File: src/act_func_pkg.sv
package act_func_pkg;

    // activation selected per row
    typedef enum logic [1:0] {
        act_bypass = 2'd0,
        act_relu   = 2'd1,
        act_tanh   = 2'd2
    } act_op_t;

    // four-phase handshake states, shared by feeder and collector
    typedef enum logic [1:0] {
        hs_idle    = 2'd0,
        hs_hold    = 2'd1,
        hs_release = 2'd2
    } hs_state_t;

    // piecewise-linear tanh, y = slope * x + intercept
    localparam int tanh_segs = 11;

    // lower bound of each segment, highest segment first
    // last segment covers everything down to -128
    localparam logic signed [7:0] tanh_lo [tanh_segs] = '{
        8'sd90, 8'sd39, 8'sd28, 8'sd16, 8'sd1, 8'sd0,
        -8'sd15, -8'sd27, -8'sd38, -8'sd89, 8'sh80
    };

    localparam logic [7:0] tanh_slope [tanh_segs] = '{
        8'd0, 8'd0, 8'd2, 8'd3, 8'd4, 8'd0,
        8'd4, 8'd3, 8'd2, 8'd0, 8'd0
    };

    // saturating ends at +-127, zero around the origin
    localparam logic signed [7:0] tanh_icpt [tanh_segs] = '{
        8'sd127, 8'sd99, 8'sd46, 8'sd18, 8'sd0, 8'sd0,
        8'sd0, -8'sd18, -8'sd46, -8'sd99, -8'sd127
    };

endpackage

File: src/act_data_pkg.sv
package act_data_pkg;

    // element format coming out of the matrix multiplier
    localparam int dwidth = 8;

    // elements per row, one activation lane each
    localparam int lanes = 4;

    // packed row, element 0 in the low byte
    localparam int row_width = dwidth * lanes;

endpackage
File: src/act_unit_top.sv
`timescale 1ns/10ps

module act_unit_top
    import act_data_pkg::*;
    import act_func_pkg::*;
(
    input  logic                 clk,
    input  logic                 reset,
    input  logic                 in_req,
    output logic                 in_ack,
    input  logic [row_width-1:0] in_data,
    input  act_op_t              in_op,
    input  logic [lanes-1:0]     in_mask,
    output logic                 out_req,
    input  logic                 out_ack,
    output logic [row_width-1:0] out_data
);

    logic                 issue;
    logic                 room;
    logic [row_width-1:0] row_data;
    act_op_t              row_op;
    logic [lanes-1:0]     row_mask;
    logic [lanes-1:0]     lane_valid;
    logic [row_width-1:0] lane_row;

    act_row_feeder feeder_i (
        .clk      (clk),
        .reset    (reset),
        .in_req   (in_req),
        .in_ack   (in_ack),
        .in_data  (in_data),
        .in_op    (in_op),
        .in_mask  (in_mask),
        .room     (room),
        .issue    (issue),
        .row_data (row_data),
        .row_op   (row_op),
        .row_mask (row_mask)
    );

    // one lane per element, all share issue and opcode
    for (genvar g = 0; g < lanes; g++) begin : gen_lane
        act_lane lane_i (
            .clk        (clk),
            .reset      (reset),
            .issue      (issue),
            .x          (row_data[g*dwidth +: dwidth]),
            .op         (row_op),
            .mask       (row_mask[g]),
            .lane_valid (lane_valid[g]),
            .y          (lane_row[g*dwidth +: dwidth])
        );
    end

    // lanes run in lockstep, lane 0 speaks for the row
    act_row_collector collector_i (
        .clk        (clk),
        .reset      (reset),
        .issue      (issue),
        .lane_valid (lane_valid[0]),
        .lane_row   (lane_row),
        .room       (room),
        .out_req    (out_req),
        .out_ack    (out_ack),
        .out_data   (out_data)
    );

endmodule

File: src/act_row_collector.sv
`timescale 1ns/10ps

module act_row_collector
    import act_data_pkg::*;
    import act_func_pkg::*;
(
    input  logic                 clk,
    input  logic                 reset,
    input  logic                 issue,
    input  logic                 lane_valid,
    input  logic [row_width-1:0] lane_row,
    output logic                 room,
    output logic                 out_req,
    input  logic                 out_ack,
    output logic [row_width-1:0] out_data
);

    hs_state_t state;
    logic      pending;
    logic      capture;

    // a row in the lanes already claims the holding register
    assign room = !pending && (state == hs_idle);

    assign capture = lane_valid && (state == hs_idle);

    always_ff @(posedge clk) begin
        if (reset) begin
            state   <= hs_idle;
            out_req <= 1'b0;
            pending <= 1'b0;
        end else begin
            if (issue) begin
                pending <= 1'b1;
            end else if (lane_valid) begin
                pending <= 1'b0;
            end

            case (state)
                hs_idle: begin
                    if (capture) begin
                        out_req <= 1'b1;
                        state   <= hs_hold;
                    end
                end
                hs_hold: begin
                    if (out_ack) begin
                        out_req <= 1'b0;
                        state   <= hs_release;
                    end
                end
                hs_release: begin
                    // register freed once the receiver drops ack
                    if (!out_ack) begin
                        state <= hs_idle;
                    end
                end
                default: state <= hs_idle;
            endcase
        end
    end

    // holding register, stable while out_req is high
    always_ff @(posedge clk) begin
        if (capture) begin
            out_data <= lane_row;
        end
    end

endmodule

File: src/act_lane.sv
`timescale 1ns/10ps

module act_lane
    import act_data_pkg::*;
    import act_func_pkg::*;
(
    input  logic              clk,
    input  logic              reset,
    input  logic              issue,
    input  logic [dwidth-1:0] x,
    input  act_op_t           op,
    input  logic              mask,
    output logic              lane_valid,
    output logic [dwidth-1:0] y
);

    logic signed [dwidth-1:0] xs;
    logic [3:0]               seg;
    logic [dwidth-1:0]        tanh_y;
    logic [dwidth-1:0]        relu_y;
    logic [dwidth-1:0]        act_y;
    logic [dwidth-1:0]        next_y;

    assign xs = $signed(x);

    // segment lookup against the signed lower bounds
    // bounds descend, so the lowest index that matches wins
    always_comb begin
        seg = 4'(tanh_segs - 1);
        for (int i = tanh_segs - 2; i >= 0; i--) begin
            if (xs >= tanh_lo[i]) begin
                seg = 4'(i);
            end
        end
    end

    // low 8 bits only, no saturation
    assign tanh_y = tanh_slope[seg] * x + tanh_icpt[seg];

    // negative values clamp to zero
    assign relu_y = x[dwidth-1] ? '0 : x;

    always_comb begin
        case (op)
            act_relu: act_y = relu_y;
            act_tanh: act_y = tanh_y;
            default:  act_y = x;
        endcase
    end

    // masked lane reads as zero whatever the opcode
    assign next_y = mask ? '0 : act_y;

    always_ff @(posedge clk) begin
        if (reset) begin
            lane_valid <= 1'b0;
        end else begin
            lane_valid <= issue;
        end
    end

    // result only moves on issue, held otherwise
    always_ff @(posedge clk) begin
        if (issue) begin
            y <= next_y;
        end
    end

endmodule

File: src/act_row_feeder.sv
`timescale 1ns/10ps

module act_row_feeder
    import act_data_pkg::*;
    import act_func_pkg::*;
(
    input  logic                 clk,
    input  logic                 reset,
    input  logic                 in_req,
    output logic                 in_ack,
    input  logic [row_width-1:0] in_data,
    input  act_op_t              in_op,
    input  logic [lanes-1:0]     in_mask,
    input  logic                 room,
    output logic                 issue,
    output logic [row_width-1:0] row_data,
    output act_op_t              row_op,
    output logic [lanes-1:0]     row_mask
);

    hs_state_t state;
    logic      full;
    logic      take;

    // register free now, or freed by the issue in this same cycle
    assign take = in_req && (state != hs_release) && (!full || issue);

    // row goes to the lanes as soon as the collector can absorb it
    assign issue = full && room;

    always_ff @(posedge clk) begin
        if (reset) begin
            state  <= hs_idle;
            in_ack <= 1'b0;
            full   <= 1'b0;
        end else begin
            case (state)
                hs_idle, hs_hold: begin
                    if (take) begin
                        in_ack <= 1'b1;
                        state  <= hs_release;
                    end else if (in_req) begin
                        // sender waits, ack held back until the row drains
                        state <= hs_hold;
                    end
                end
                hs_release: begin
                    if (!in_req) begin
                        in_ack <= 1'b0;
                        state  <= hs_idle;
                    end
                end
                default: state <= hs_idle;
            endcase

            if (take) begin
                full <= 1'b1;
            end else if (issue) begin
                full <= 1'b0;
            end
        end
    end

    // captured row, stable from capture through issue
    always_ff @(posedge clk) begin
        if (take) begin
            row_data <= in_data;
            row_op   <= in_op;
            row_mask <= in_mask;
        end
    end

endmodule

File: config.mk
export PLATFORM = sky130hd
export DESIGN_NAME = act_unit_top
export DESIGN_NICKNAME = d
export VERILOG_FILES = /design/src/act_func_pkg.sv /design/src/act_data_pkg.sv /design/src/act_unit_top.sv /design/src/act_row_collector.sv /design/src/act_lane.sv /design/src/act_row_feeder.sv
export SDC_FILE = /design/constraint.sdc
export NUM_CORES = 1
export LEC_CHECK = 0
export BUFFER_PORTS_ARGS = -buffer_cell sky130_fd_sc_hd__buf_2
export CAP_MARGIN = 10
export CELL_PAD_IN_SITES_DETAIL_PLACEMENT = 1
export CELL_PAD_IN_SITES_GLOBAL_PLACEMENT = 1
export CORE_UTILIZATION = 40
export DETAILED_ROUTE_END_ITERATION = 7
export PLACE_DENSITY = 0.68
export SLEW_MARGIN = 20
export SYNTH_ARGS = -nofsm -noshare
export SYNTH_HDL_FRONTEND = slang
export SYNTH_SLANG_ARGS = --single-unit
File: constraint.sdc
create_clock -name clk -period 6.4 [get_ports clk]
set_input_delay 1.28 -clock clk [delete_from_list [all_inputs] [get_ports clk]]
set_output_delay 1.28 -clock clk [all_outputs]
set_load 0.02 [all_outputs]
**Word level (Yosys, flattened, before mapping)**

Memory sizes are Yosys's and may differ from the RTL's.
Index checks and enable logic that the tools add are counted.

- Bits in registers: 111
- Bits in read-only memories: 1024
- Bits of input ports: 42
- Output and inout port bits: 34
- Logic and storage cells: 193
- Memories: 8

Memories:

| memory | depth | width | read ports | clocked after Yosys merged registers in | write ports | RTL line | RTL |
|---|---|---|---|---|---|---|---|
| (no name shown) | 16 | 8 | 1 | 0 | 0 | act_lane.sv:38 | `assign tanh_y = tanh_slope[seg] * x + tanh_icpt[seg];` |
| (no name shown) | 16 | 8 | 1 | 0 | 0 | act_lane.sv:38 |  |
| (no name shown) | 16 | 8 | 1 | 0 | 0 | act_lane.sv:38 |  |
| (no name shown) | 16 | 8 | 1 | 0 | 0 | act_lane.sv:38 |  |
| (no name shown) | 16 | 8 | 1 | 0 | 0 | act_lane.sv:38 |  |
| (no name shown) | 16 | 8 | 1 | 0 | 0 | act_lane.sv:38 |  |
| +2 memories | n/a | n/a | n/a | n/a | n/a | n/a |  |

- Add/sub/neg operators: 4
- Multipliers: 4
- Order comparisons: 44
- Equality and inequality tests: 13
- Multiplexer cells: 82
- Bitwise operators: 4
- Reduce and logical (&&, ||, !) cells: 19

Operators with widths:

| cell | count |
|---|---|
| $mux 4 | 32 |
| $mux 8 | 16 |
| $ge 8x6->1 const B | 12 |
| $ge 8x7->1 const B | 8 |
| $ge 8x8->1 const B | 8 |
| $pmux 8 s2 | 4 |
| $add 8x8->8 | 4 |
| $ge 8x1->1 const B | 4 |
| $ge 8x2->1 const B | 4 |
| $ge 8x5->1 const B | 4 |
| $mul 8x8->8 | 4 |
| $mux 2 | 14 |
| $mux 7 | 4 |
| $ge 5x5->1 const B | 4 |
| $not 4->5 | 4 |
| $reduce_and 3->1 | 3 |
| $mux 1 | 8 |
| $ne 2x2->1 const B | 4 |
| $reduce_bool 2->1 | 4 |
| $eq 2x1->1 const B | 3 |
| $eq 2x2->1 const B | 3 |
| $pmux 2 s3 | 1 |
| $logic_and 1x1->1 | 5 |
| $logic_not 2->1 | 2 |
| 8 further kinds | 11 |

**Longest topological paths before layout**

Gate-level depths: netlist of the first run.

- Depth in word-level cells: 18
- Depth in mapped cells: 28
- Gate-level depth less buffers: 26

**By module**

From an unflattened synthesis of the first run, not the netlist that was laid out.

- Cell total of the unflattened synthesis: 879
- Area total of the unflattened synthesis: 9138.8 sq um

Modules (own cells, without submodules):

| module | instances | cells each | area an instance (sq um) | sequential area each (sq um) |
|---|---|---|---|---|
| act_lane (gen_lane[3].lane_i) | 1 | 207 | 1715.4 | 260.2 |
| act_lane (gen_lane[0].lane_i) | 1 | 187 | 1675.4 | 260.2 |
| act_lane (gen_lane[2].lane_i) | 1 | 192 | 1659.1 | 260.2 |
| act_lane (gen_lane[1].lane_i) | 1 | 186 | 1632.8 | 260.2 |
| act_row_feeder | 1 | 57 | 1317.5 | 1221.2 |
| act_row_collector | 1 | 50 | 1138.6 | 1041.0 |

**Worst setup path before layout of the first run**

OpenSTA, ideal clock, no wires.

- Kind: flip-flop to flip-flop
- From: register feeder_i.row_data[9]
- To: register gen_lane[1].lane_i.y[7] (data pin)
- Setup time: 158 ps
- Arrival: 6148 ps
- Required time: 6242 ps
- Setup slack: 94 ps
- Cell stages (with the launch flop): 28
- Path buffers: 2
- Clock period less this slack: 6306 ps
- Cells stage by stage: edfxtp_1 clkbuf_1 o211a_1 o21ai_0 a31oi_2 nor2b_1 o22a_1 ha_1 buf_1 o21bai_1 mux2i_1 nor2_1 nand2_1 fa_1 inv_1 ha_1 ha_1 inv_1 fa_1 inv_1 ha_1 fa_1 a21o_1 a21oi_1 xnor3_1 xnor2_1 or4_1 o211ai_1

- Word-level cells in the longest chain between the ends: 18
- Elaborated cells on any way between the ends: 30
- Classes of those cells: 1 x add/sub; 1 x mul; 10 x order compare; 15 x mux; 1 x bitwise; 2 x memory

Ends and longest elaborated chain:

| what | RTL line | RTL |
|---|---|---|
| from (decl) | act_row_feeder.sv:16 | `output logic [row_width-1:0] row_data,` |
| from (signal assigned) | act_row_feeder.sv:67 | `row_data <= in_data;` |
| $ge 8x8->1 | act_lane.sv:31 | `if (xs >= tanh_lo[i]) begin` |
| $mux 2 (2 in series) | act_lane.sv:31 |  |
| $mux 4 (8 in series) | act_lane.sv:31 |  |
| $not 4->5 (not written as such) | act_lane.sv:38 |  |
| $mem_v2 16x8 | n/a |  |
| $mux 8 (not written as such) (2 in series) | act_lane.sv:38 |  |
| $mul 8x8->8 | act_lane.sv:38 |  |
| $add 8x8->8 (*) | act_lane.sv:38 |  |
| $pmux 8 s2 (*) | act_lane.sv:44 | `case (op)` |
| to (signal assigned) | act_lane.sv:65 | `y <= next_y;` |
| to (decl) | act_lane.sv:14 | `output logic [dwidth-1:0] y` |

Mark *: on every way between the ends. The rest lies on a longest branch, timed or not. The select of a mux whose other input is x is not followed.
A chain may end at the register's enable or synchronous reset.

**Final worst setup path of the first run**

- From: register feeder_i.row_data[16]
- To: register gen_lane[2].lane_i.y[7] (data pin)

- Word-level cells in the longest chain between the ends: 18
- Elaborated cells on any way between the ends: 30
- Classes of those cells: 1 x add/sub; 1 x mul; 10 x order compare; 15 x mux; 1 x bitwise; 2 x memory

Ends and longest elaborated chain:

| what | RTL line |
|---|---|
| $ge 8x8->1 | act_lane.sv:31 |
| $mux 2 (2 in series) | act_lane.sv:31 |
| $mux 4 (8 in series) | act_lane.sv:31 |
| $not 4->5 (not written as such) | act_lane.sv:38 |
| $mem_v2 16x8 | n/a |
| $mux 8 (not written as such) (2 in series) | act_lane.sv:38 |
| $mul 8x8->8 | act_lane.sv:38 |
| $add 8x8->8 (*) | act_lane.sv:38 |
| $pmux 8 s2 (*) | act_lane.sv:44 |
| to (signal assigned) | act_lane.sv:65 |
| to (decl) | act_lane.sv:14 |

Marked as above.

==> insert_results.sql, run 1 <==
INSERT INTO impl_metrics (metric_group, metric, value, unit) VALUES
('sta', 'post-route-min-period', '6.128', 'ns'),
('run_status', 'outcome', 'finished clean', ''),
('setup_path', 'worst_reg2reg_path_depth', '25', ''),
('synthesis', 'post_synth_instance_area', '8728', 'µm²'),
('drt', 'antenna_violating_nets_post_route', '0', ''),
('die', 'fp.coreArea', '21220', 'µm²'),
('drt', 'drt-wirelength-per-cell', '17.47', 'µm'),
('synthesis', 'number_of_synthesized_flops_with_an_enable_pin', '102', ''),
('setup_path', 'cp.depth', '25', ''),
('synthesis', 'yosysWarningCount', '0', ''),
('setup_path', 'critPathKind', 'reg -> reg', ''),
('synthesis', 'seq_area_frac_synth', '37.16', '%'),
('power', 'power_per_cell_area', '229.7', 'nW/µm²'),
('die', 'starting_utilization_of_the_core_area', '41.13', '%'),
('clock_tree', 'clk_latency', '0.36', 'ns'),
('synthesis', 'synth_cells', '851', ''),
('place', 'place_hpwl', '16340', 'µm'),
('setup_path', 'critPathTopFamily', 'adder cells', ''),
('setup_path', 'worstPathRequired', '6.51', 'ns'),
('drt', 'detail_route.iter0.violations', '257', ''),
('setup_path', 'critPathCaptureType', 'register', ''),
('setup_path', 'cp_slowest_cell', 'sky130_fd_sc_hd__fa_1', ''),
('synthesis', 'synthesis.area_per_instance', '10.26', 'µm²'),
('sta', 'timing.final.hold_violations', '0', ''),
('clock_tree', 'cts_root_buf', 'sky130_fd_sc_hd__clkbuf_16', ''),
('min_path', 'whs_path_depth', '0', ''),
('drt', 'detail_route.wirelength', '21920', 'µm'),
('sta', 'worstMarginPinSlew', '0.8308', 'ns'),
('setup_path', 'critical_path.reg2reg.startpoint', 'feeder_i.row_data[16]$_DFFE_PP_', ''),
('setup_path', 'r2r_setup_slk', '0.27', 'ns'),
('synthesis', 'ys_seq_elements', '111', ''),
('synthesis', 'synth-main-ff-cell', 'sky130_fd_sc_hd__edfxtp_1', ''),
('finish', 'finish.utilization', '48.43', '%'),
('finish', 'antenna_cells_inserted', '0', ''),
('drt', 'post-route-drc-count', '0', ''),
('setup_path', 'crit_arrival', '6.24', 'ns'),
('clock_tree', 'cts_hold_buf', '0', ''),
('global_routing', 'gr-usage-all-layers', '19.77', '%'),
('finish', 'syn2layout_area_growth', '17.75', '%'),
('drt', 'drtPass1Iterations', '4', ''),
('power', 'power_leakage', '4.814', 'nW'),
('synthesis', 'synthesis.nets', '1034', ''),
('clock_tree', 'cts_num_sinks', '111', ''),
('drt', 'dr_total_vias', '6557', ''),
('setup_path', 'crit_path_start_kind', 'register', ''),
('sta', 'clock.fmax', '0.1632', 'GHz'),
('min_path', 'timing.hold.worst_endpoint', 'collector_i.out_data[25]$_DFFE_PP_', ''),
('min_path', 'beginning_of_the_worst_hold_path', 'gen_lane[3].lane_i.y[1]$_SDFFCE_PP0P_', ''),
('clock_tree', 'clock_path_buffers', '2', ''),
('global_routing', 'grt_pass1_vias', '6654', ''),
('job', 'timing.max_cap.violations', '0', ''),
('synthesis', 'synth_cell_types', '80', ''),
('drt', 'post_drt_via_cell_ratio', '5.225', ''),
('global_routing', 'grt_pass1_wl', '34290', 'µm'),
('setup_path', 'rr_endpoint', 'gen_lane[2].lane_i.y[7]$_SDFFCE_PP0P_', ''),
('sta', 'final_max_tran_viols', '0', ''),
('die', 'die-area', '22420', 'µm²'),
('clock_tree', 'clkSlewWorstSetupHoldPaths', '0.07', 'ns'),
('sta', 'layout_worst_path_cycle_share', '95.75', '%'),
('place', 'gp_congestion', '0.8223', ''),
('min_path', 'hold_class', 'reg -> reg', ''),
('power', 'total_power', '2.361', 'mW'),
('finish', 'post_route_cells_drive_above_1_share', '22.76', '%'),
('setup_path', 'timing.critical_path.buf_inv', '4', ''),
('sta', 'max-slew-margin-rel', '44.37', '%'),
('power', 'max-vdd-ir-drop', '0.1189', 'mV'),
('sta', 'finalClockSkew', '0.008820', 'ns'),
('clock_tree', 'htreeDepth', '3', ''),
('global_routing', 'grt_antenna_before_repair', '0', ''),
('setup_path', 'timing.critical_path.fanout_max', '8', ''),
('global_routing', 'total_congestion_overflow_after_global_routing', '0', ''),
('die', 'number_of_i_o_pins', '76', ''),
('sta', 'setup_violations', '0', ''),
('die', 'chipHeight', '149.7', 'µm'),
('finish', 'final_net_count', '1159', ''),
('clock_tree', 'cts_tree', 'done', ''),
('die', 'rows', '53', ''),
('die', 'chipWidth', '149.7', 'µm'),
('setup_path', 'critPathMostFrequentCell', 'sky130_fd_sc_hd__ha_1', ''),
('synthesis', 'synth-async-reset-ratio', '0', '%'),
('global_routing', 'largest_net_degree_at_the_start_of_global_routing', '39', ''),
('setup_path', 'critPathMaxStageDelay', '0.53', 'ns'),
('clock_tree', 'clock_buffer_count_from_cts', '9', ''),
('place', 'io_buffers', '75', '');
-- cell usage after synthesis (all sizes together), types with 2 or more instances --
cell	count	area, µm²
a2111oi	3	32.53
a211o	2	17.52
a211oi	3	22.52
a21o	17	127.6
a21oi	35	190.2
a22oi	27	207.7
a311o	4	40.04
a31oi	5	58.80
and2	26	167.7
and3	22	137.6
and4	3	27.53
and4b	2	20.02
buf	25	138.9
clkbuf	23	88.84
dfxtp	9	180.2
edfxtp	102	3063
fa	40	800.8
ha	101	1264
inv	130	488.0
mux2i	4	40.04
nand2	38	150.1
nand2b	4	25.02
nand3	11	60.06
nand3b	3	22.52
nand4	2	12.51
nor2	75	286.5
nor2b	3	18.77
nor3	20	110.1
nor3b	6	45.04
nor4	4	31.28
o211a	3	30.03
o211ai	2	15.01
o21a	4	31.28
o21ai	19	95.09
o21bai	2	15.01
o22a	5	45.04
o22ai	7	43.79
o31a	2	17.52
o41ai	2	25.03
or2	4	25.02
or3b	2	17.52
xnor2	21	183.9
xnor3	4	90.09
xor2	10	87.58
-- power by group --
group / internal, mW / switching, mW
sequential: 0.846 / 0.0372
combinational: 0.396 / 0.515
clock: 0.304 / 0.262
total: 1.55 / 0.814
-- cells in the final DEF, fill, tap and decap left out, drive strengths merged, types with 11 or more instances in the layout --
| cell | count |
|---|---|
| a21oi | 35 |
| nor2 | 75 |
| a22oi | 27 |
| buf | 162 |
| nor3 | 20 |
| nand3 | 11 |
| clkbuf | 11 |
| nand2 | 38 |
| inv | 131 |
| and3 | 22 |
| edfxtp | 102 |
| a21o | 17 |
| o21ai | 19 |
| and2 | 26 |
| fa | 40 |
| ha | 101 |
| xnor2 | 21 |
-- worst reg2reg max path: stages, from the launching register on --
cell                        delay (ns)
sky130_fd_sc_hd__edfxtp_1         0.50
sky130_fd_sc_hd__a311o_1          0.41
sky130_fd_sc_hd__a21oi_2          0.15
sky130_fd_sc_hd__nor3b_1          0.07
sky130_fd_sc_hd__o21ai_0          0.20
sky130_fd_sc_hd__a21oi_1          0.13
sky130_fd_sc_hd__o22a_1           0.22
sky130_fd_sc_hd__ha_1             0.22
sky130_fd_sc_hd__inv_1            0.08
sky130_fd_sc_hd__and3_1           0.25
sky130_fd_sc_hd__nor3_2           0.08
sky130_fd_sc_hd__buf_4            0.17
sky130_fd_sc_hd__fa_1             0.42
sky130_fd_sc_hd__ha_1             0.29
sky130_fd_sc_hd__ha_1             0.29
sky130_fd_sc_hd__inv_1            0.05
sky130_fd_sc_hd__fa_1             0.53
sky130_fd_sc_hd__inv_1            0.05
sky130_fd_sc_hd__ha_1             0.24
sky130_fd_sc_hd__fa_1             0.41
sky130_fd_sc_hd__a21o_1           0.21
sky130_fd_sc_hd__a21oi_2          0.18
sky130_fd_sc_hd__xnor2_1          0.16
sky130_fd_sc_hd__xnor3_1          0.28
sky130_fd_sc_hd__xnor2_2          0.17
sky130_fd_sc_hd__o2bb2ai_1        0.13
-- worst max path at each step --
stage                                               start                                    end  slack, ns
after floorplan            feeder_i.row_data[9]$_DFFE_PP_  gen_lane[1].lane_i.y[7]$_SDFFCE_PP0P_       0.09
after global placement    feeder_i.row_data[11]$_DFFE_PP_  gen_lane[1].lane_i.y[7]$_SDFFCE_PP0P_       0.23
after detailed placement  feeder_i.row_data[11]$_DFFE_PP_  gen_lane[1].lane_i.y[7]$_SDFFCE_PP0P_       0.05
after CTS                 feeder_i.row_data[11]$_DFFE_PP_  gen_lane[1].lane_i.y[7]$_SDFFCE_PP0P_       0.02
after global routing       feeder_i.row_data[9]$_DFFE_PP_  gen_lane[1].lane_i.y[7]$_SDFFCE_PP0P_     -0.001
final                     feeder_i.row_data[16]$_DFFE_PP_  gen_lane[2].lane_i.y[7]$_SDFFCE_PP0P_       0.27
-- cells by family (layout without fill, tap and decap cells) --
family,after synthesis,count (layout),share of synthesized area (%)
buffers and inverters,178,307,8.200
multiplexers,4,4,0.4587
XOR/XNOR,35,35,4.143
adder cells (fa/ha/maj),141,141,23.65
AO/OA/AOI/OAI,155,155,12.94
flip-flops,111,111,37.16
AND/OR/NAND/NOR,227,227,13.45
-- final cells by class --
class / count / area (µm²)
fill: 2387 / 10940
tap: 275 / 344.1
sequential: 111 / 3243
multi-input combinational: 562 / 4882
timing repair buffer: 162 / 1032
inverter: 130 / 488.0
clock buffer: 11 / 232.7
clock inverter: 4 / 55.05
-- sequential cells by signal, summed over array words and instances (netlist names) --
signal / cells
gen_lane.lane_i.lane_valid: 1
feeder_i.state: 2
collector_i.state: 2
collector_i.out_data: 32
feeder_i.in_ack: 1
feeder_i.row_op: 2
collector_i.pending: 1
gen_lane.lane_i.y: 32
feeder_i.full: 1
feeder_i.row_data: 32
feeder_i.row_mask: 4
collector_i.out_req: 1
-- layer usage --
| metal | share of wire, % | wire length [µm] | track usage (%) |
|---|---|---|---|
| met1 | 45 | 9793 | 25.21 |
| met2 | 51 | 11250 | 35.14 |
| met3 | 2.6 | 560 | 2.500 |
| met4 | 1.5 | 323 | 5.101 |
| met5 | 0 | 0 | 0 |
-- stage by stage --
| stage | std cells | setup TNS, ns | hold WS, ns | setup WS (ns) | area, µm² |
|---|---|---|---|---|---|
| 2_1_floorplan | 851 | 0 | 0.4003 | 0.09447 | 8728 |
| 3_3_place_gp | 1194 | 0 | 0.4009 | 0.2325 | 9543 |
| 3_5_place_dp | 1194 | 0 | 0.4063 | 0.05460 | 9543 |
| 4_1_cts | 1209 | 0 | 0.4165 | 0.02394 | 9831 |
| 5_1_grt | 1255 | -0.001454 | 0.4200 | -0.001454 | 10280 |
| 6_report | 1255 | 0 | 0.4191 | 0.2722 | 10280 |
-- what timing repair did --
item / 4_1_cts / 5_1_grt
buffers inserted: 0 / 46
pin swaps: 0 / 8
endpoints found under the setup margin: 1 / 4
resized for setup: 1 / 20
No activity file was read; power rests on OpenSTA's default activity.
==> inputs of run 2 (changes only) <==
--- a/config.mk
+++ b/config.mk
@@ -9,9 +9,9 @@
 export CAP_MARGIN = 10
 export CELL_PAD_IN_SITES_DETAIL_PLACEMENT = 1
 export CELL_PAD_IN_SITES_GLOBAL_PLACEMENT = 1
-export CORE_UTILIZATION = 40
+export CORE_UTILIZATION = 44
 export DETAILED_ROUTE_END_ITERATION = 7
-export PLACE_DENSITY = 0.68
+export PLACE_DENSITY = 0.74
 export SLEW_MARGIN = 20
 export SYNTH_ARGS = -nofsm -noshare
 export SYNTH_HDL_FRONTEND = slang
==> insert_results.sql, run 2 (synthesis results as in run 1) <==
INSERT INTO impl_metrics (metric_group, metric, value, unit) VALUES
('clock_tree', 'clock_buffer_count_from_cts', '9', ''),
('clock_tree', 'cts_num_sinks', '111', ''),
('finish', 'combined_flip_flop_and_latch_cell_area', '3243', 'µm²'),
('finish', 'most_frequent_cells_in_the_layout', '130 x sky130_fd_sc_hd__inv_1, 102 x sky130_fd_sc_hd__edfxtp_1, 101 x sky130_fd_sc_hd__ha_1', ''),
('sta', 'setup_violations', '0', ''),
('drt', 'drt-wirelength-per-cell', '18.02', 'µm'),
('setup_path', 'critPathCaptureType', 'register', ''),
('sta', 'clock.fmax', '0.1637', 'GHz'),
('drt', 'detail_route.iter0.violations', '336', ''),
('finish', 'syn2layout_area_growth', '16.61', '%'),
('drt', 'detail_route.wirelength', '22400', 'µm'),
('setup_path', 'crit_path_start_kind', 'register', ''),
('place', 'gp_congestion', '0.8602', ''),
('finish', 'reg.largest.list', 'collector_i.out_data (32), feeder_i.row_data (32), gen_lane.lane_i.y (32)', ''),
('finish', 'antenna_cells_inserted', '0', ''),
('die', 'starting_utilization_of_the_core_area', '44.85', '%'),
('job', 'timing.max_cap.violations', '0', ''),
('clock_tree', 'cts_root_buf', 'sky130_fd_sc_hd__clkbuf_16', ''),
('drt', 'post_drt_via_cell_ratio', '5.436', ''),
('setup_path', 'timing.critical_path.fanout_max', '7', ''),
('setup_path', 'critPathKind', 'reg -> reg', ''),
('setup_path', 'crit_arrival', '6.31', 'ns'),
('finish', 'post_route_cells_drive_above_1_share', '21.78', '%'),
('sta', 'layout_worst_path_cycle_share', '95.45', '%'),
('sta', 'max-slew-margin-rel', '43.27', '%'),
('die', 'die-area', '20400', 'µm²'),
('finish', 'final_net_count', '1156', ''),
('die', 'chipWidth', '142.8', 'µm'),
('die', 'number_of_i_o_pins', '76', ''),
('die', 'fp.coreArea', '19460', 'µm²'),
('finish', 'multiInputGateArea', '4823', 'µm²'),
('sta', 'final_max_tran_viols', '0', ''),
('power', 'power_leakage', '4.784', 'nW'),
('clock_tree', 'clk_latency', '0.37', 'ns'),
('drt', 'post-route-drc-count', '0', ''),
('place', 'place_hpwl', '16520', 'µm'),
('sta', 'finalClockSkew', '0.01421', 'ns'),
('finish', 'layout_commonest_cell', 'sky130_fd_sc_hd__inv_1', ''),
('drt', 'drtPass1Iterations', '5', ''),
('drt', 'dr_total_vias', '6757', ''),
('power', 'total_power', '2.341', 'mW'),
('sta', 'timing.final.hold_violations', '0', ''),
('power', 'power_per_cell_area', '230.0', 'nW/µm²'),
('power', 'max-vdd-ir-drop', '0.1585', 'mV'),
('setup_path', 'r2r_setup_slk', '0.29', 'ns'),
('die', 'rows', '51', ''),
('sta', 'worstMarginPinSlew', '0.8477', 'ns'),
('clock_tree', 'cts_tree', 'done', ''),
('place', 'io_buffers', '75', ''),
('finish', 'fillerInstances', '2191', ''),
('run_status', 'outcome', 'finished clean', ''),
('place', 'placedCellCount', '1187', ''),
('sta', 'timing.setup.tns', '0', 'ns'),
('min_path', 'hold_class', 'reg -> reg', ''),
('global_routing', 'largest_net_degree_at_the_start_of_global_routing', '39', ''),
('global_routing', 'grt_pass1_vias', '6907', ''),
('global_routing', 'grt_pass1_wl', '34470', 'µm'),
('setup_path', 'worstPathRequired', '6.60', 'ns'),
('sta', 'post-route-min-period', '6.109', 'ns'),
('die', 'chipHeight', '142.8', 'µm'),
('clock_tree', 'clock_path_buffers', '2', ''),
('global_routing', 'gr-usage-all-layers', '22.16', '%'),
('finish', 'finalNonFillerCells', '1243', ''),
('clock_tree', 'clkSlewWorstSetupHoldPaths', '0.07', 'ns'),
('global_routing', 'total_congestion_overflow_after_global_routing', '0', ''),
('global_routing', 'grt_antenna_before_repair', '0', ''),
('clock_tree', 'htreeDepth', '3', ''),
('drt', 'antenna_violating_nets_post_route', '0', '');
run 2: timing repair:
| action | in CTS | in global routing |
|---|---|---|
| pin swaps | 0 | 4 |
| setup endpoints to repair | 1 | 4 |
| setup buffers | 0 | 39 |
| resized for setup | 1 | 11 |
| hold buffers | 0 | 0 |
run 2: report_power, final:
part / internal [mW] / switching (mW) / total (mW) / leakage (nW)
sequential: 0.846 / 0.0354 / 0.881 / 1.04
combinational: 0.395 / 0.525 / 0.920 / 3.62
clock: 0.265 / 0.274 / 0.539 / 0.128
run 2: area by class of cell:
class,count,share of cell area [%]
Multi-Input combinational cell,562,47.39
Sequential cell,111,31.86
Timing Repair Buffer,159,10.08
Inverter,130,4.794
Tap cell,265,3.258
Clock buffer,11,2.286
Clock inverter,5,0.3319
run 2: layer usage:
layer / part of all wire [%] / global-route usage [%] / vias to the layer above
li1: - / - / 3182
met1: 44 / 27.26 / 3395
met2: 51 / 40.71 / 152
met3: 3.1 / 2.750 / 28
met4: 1.8 / 5.829 / 0
met5: 0 / 0 / -
run 2: critical path, cell delays in order, from the launching register on:
cell and delay, ns:
sky130_fd_sc_hd__edfxtp_1 0.49, sky130_fd_sc_hd__buf_4 0.19, sky130_fd_sc_hd__a311o_1 0.34, sky130_fd_sc_hd__a21o_1 0.21, sky130_fd_sc_hd__a31oi_2 0.18, sky130_fd_sc_hd__nor2b_1 0.08
sky130_fd_sc_hd__o22a_2 0.23, sky130_fd_sc_hd__ha_1 0.23, sky130_fd_sc_hd__o21bai_1 0.18, sky130_fd_sc_hd__mux2i_1 0.20, sky130_fd_sc_hd__nor2_1 0.10, sky130_fd_sc_hd__and2_1 0.17
sky130_fd_sc_hd__ha_1 0.20, sky130_fd_sc_hd__inv_1 0.08, sky130_fd_sc_hd__fa_1 0.39, sky130_fd_sc_hd__inv_1 0.07, sky130_fd_sc_hd__ha_1 0.13, sky130_fd_sc_hd__inv_1 0.05
sky130_fd_sc_hd__fa_1 0.52, sky130_fd_sc_hd__inv_1 0.07, sky130_fd_sc_hd__fa_1 0.47, sky130_fd_sc_hd__a21o_1 0.21, sky130_fd_sc_hd__a21oi_1 0.16, sky130_fd_sc_hd__xnor3_1 0.24
sky130_fd_sc_hd__xnor2_1 0.16, sky130_fd_sc_hd__or4_1 0.51, sky130_fd_sc_hd__o211ai_1 0.09
run 2: through the flow:
stage          cell area [µm²]  hold slack [ns]  utilization [%]  worst slack [ns]
2_1_floorplan             8728           0.4003                -           0.09447
3_3_place_gp              9553           0.4005            49.08            0.2380
3_5_place_dp              9553           0.4052            49.08           0.05155
4_1_cts                   9819           0.4207            50.45           0.03080
5_1_grt                  10180           0.4301            52.30          -0.04579
6_report                 10180           0.4195            52.30            0.2910
run 2: final timing paths:
check | start | endpoint | cells after the start
hold / removal | gen_lane[1].lane_i.y[3]$_SDFFCE_PP0P_ | collector_i.out_data[11]$_DFFE_PP_ | 0
hold reg to reg | gen_lane[1].lane_i.y[3]$_SDFFCE_PP0P_ | collector_i.out_data[11]$_DFFE_PP_ | 0
setup reg to reg | feeder_i.row_data[9]$_DFFE_PP_ | gen_lane[1].lane_i.y[7]$_SDFFCE_PP0P_ | 26
setup / recovery | feeder_i.row_data[9]$_DFFE_PP_ | gen_lane[1].lane_i.y[7]$_SDFFCE_PP0P_ | 26
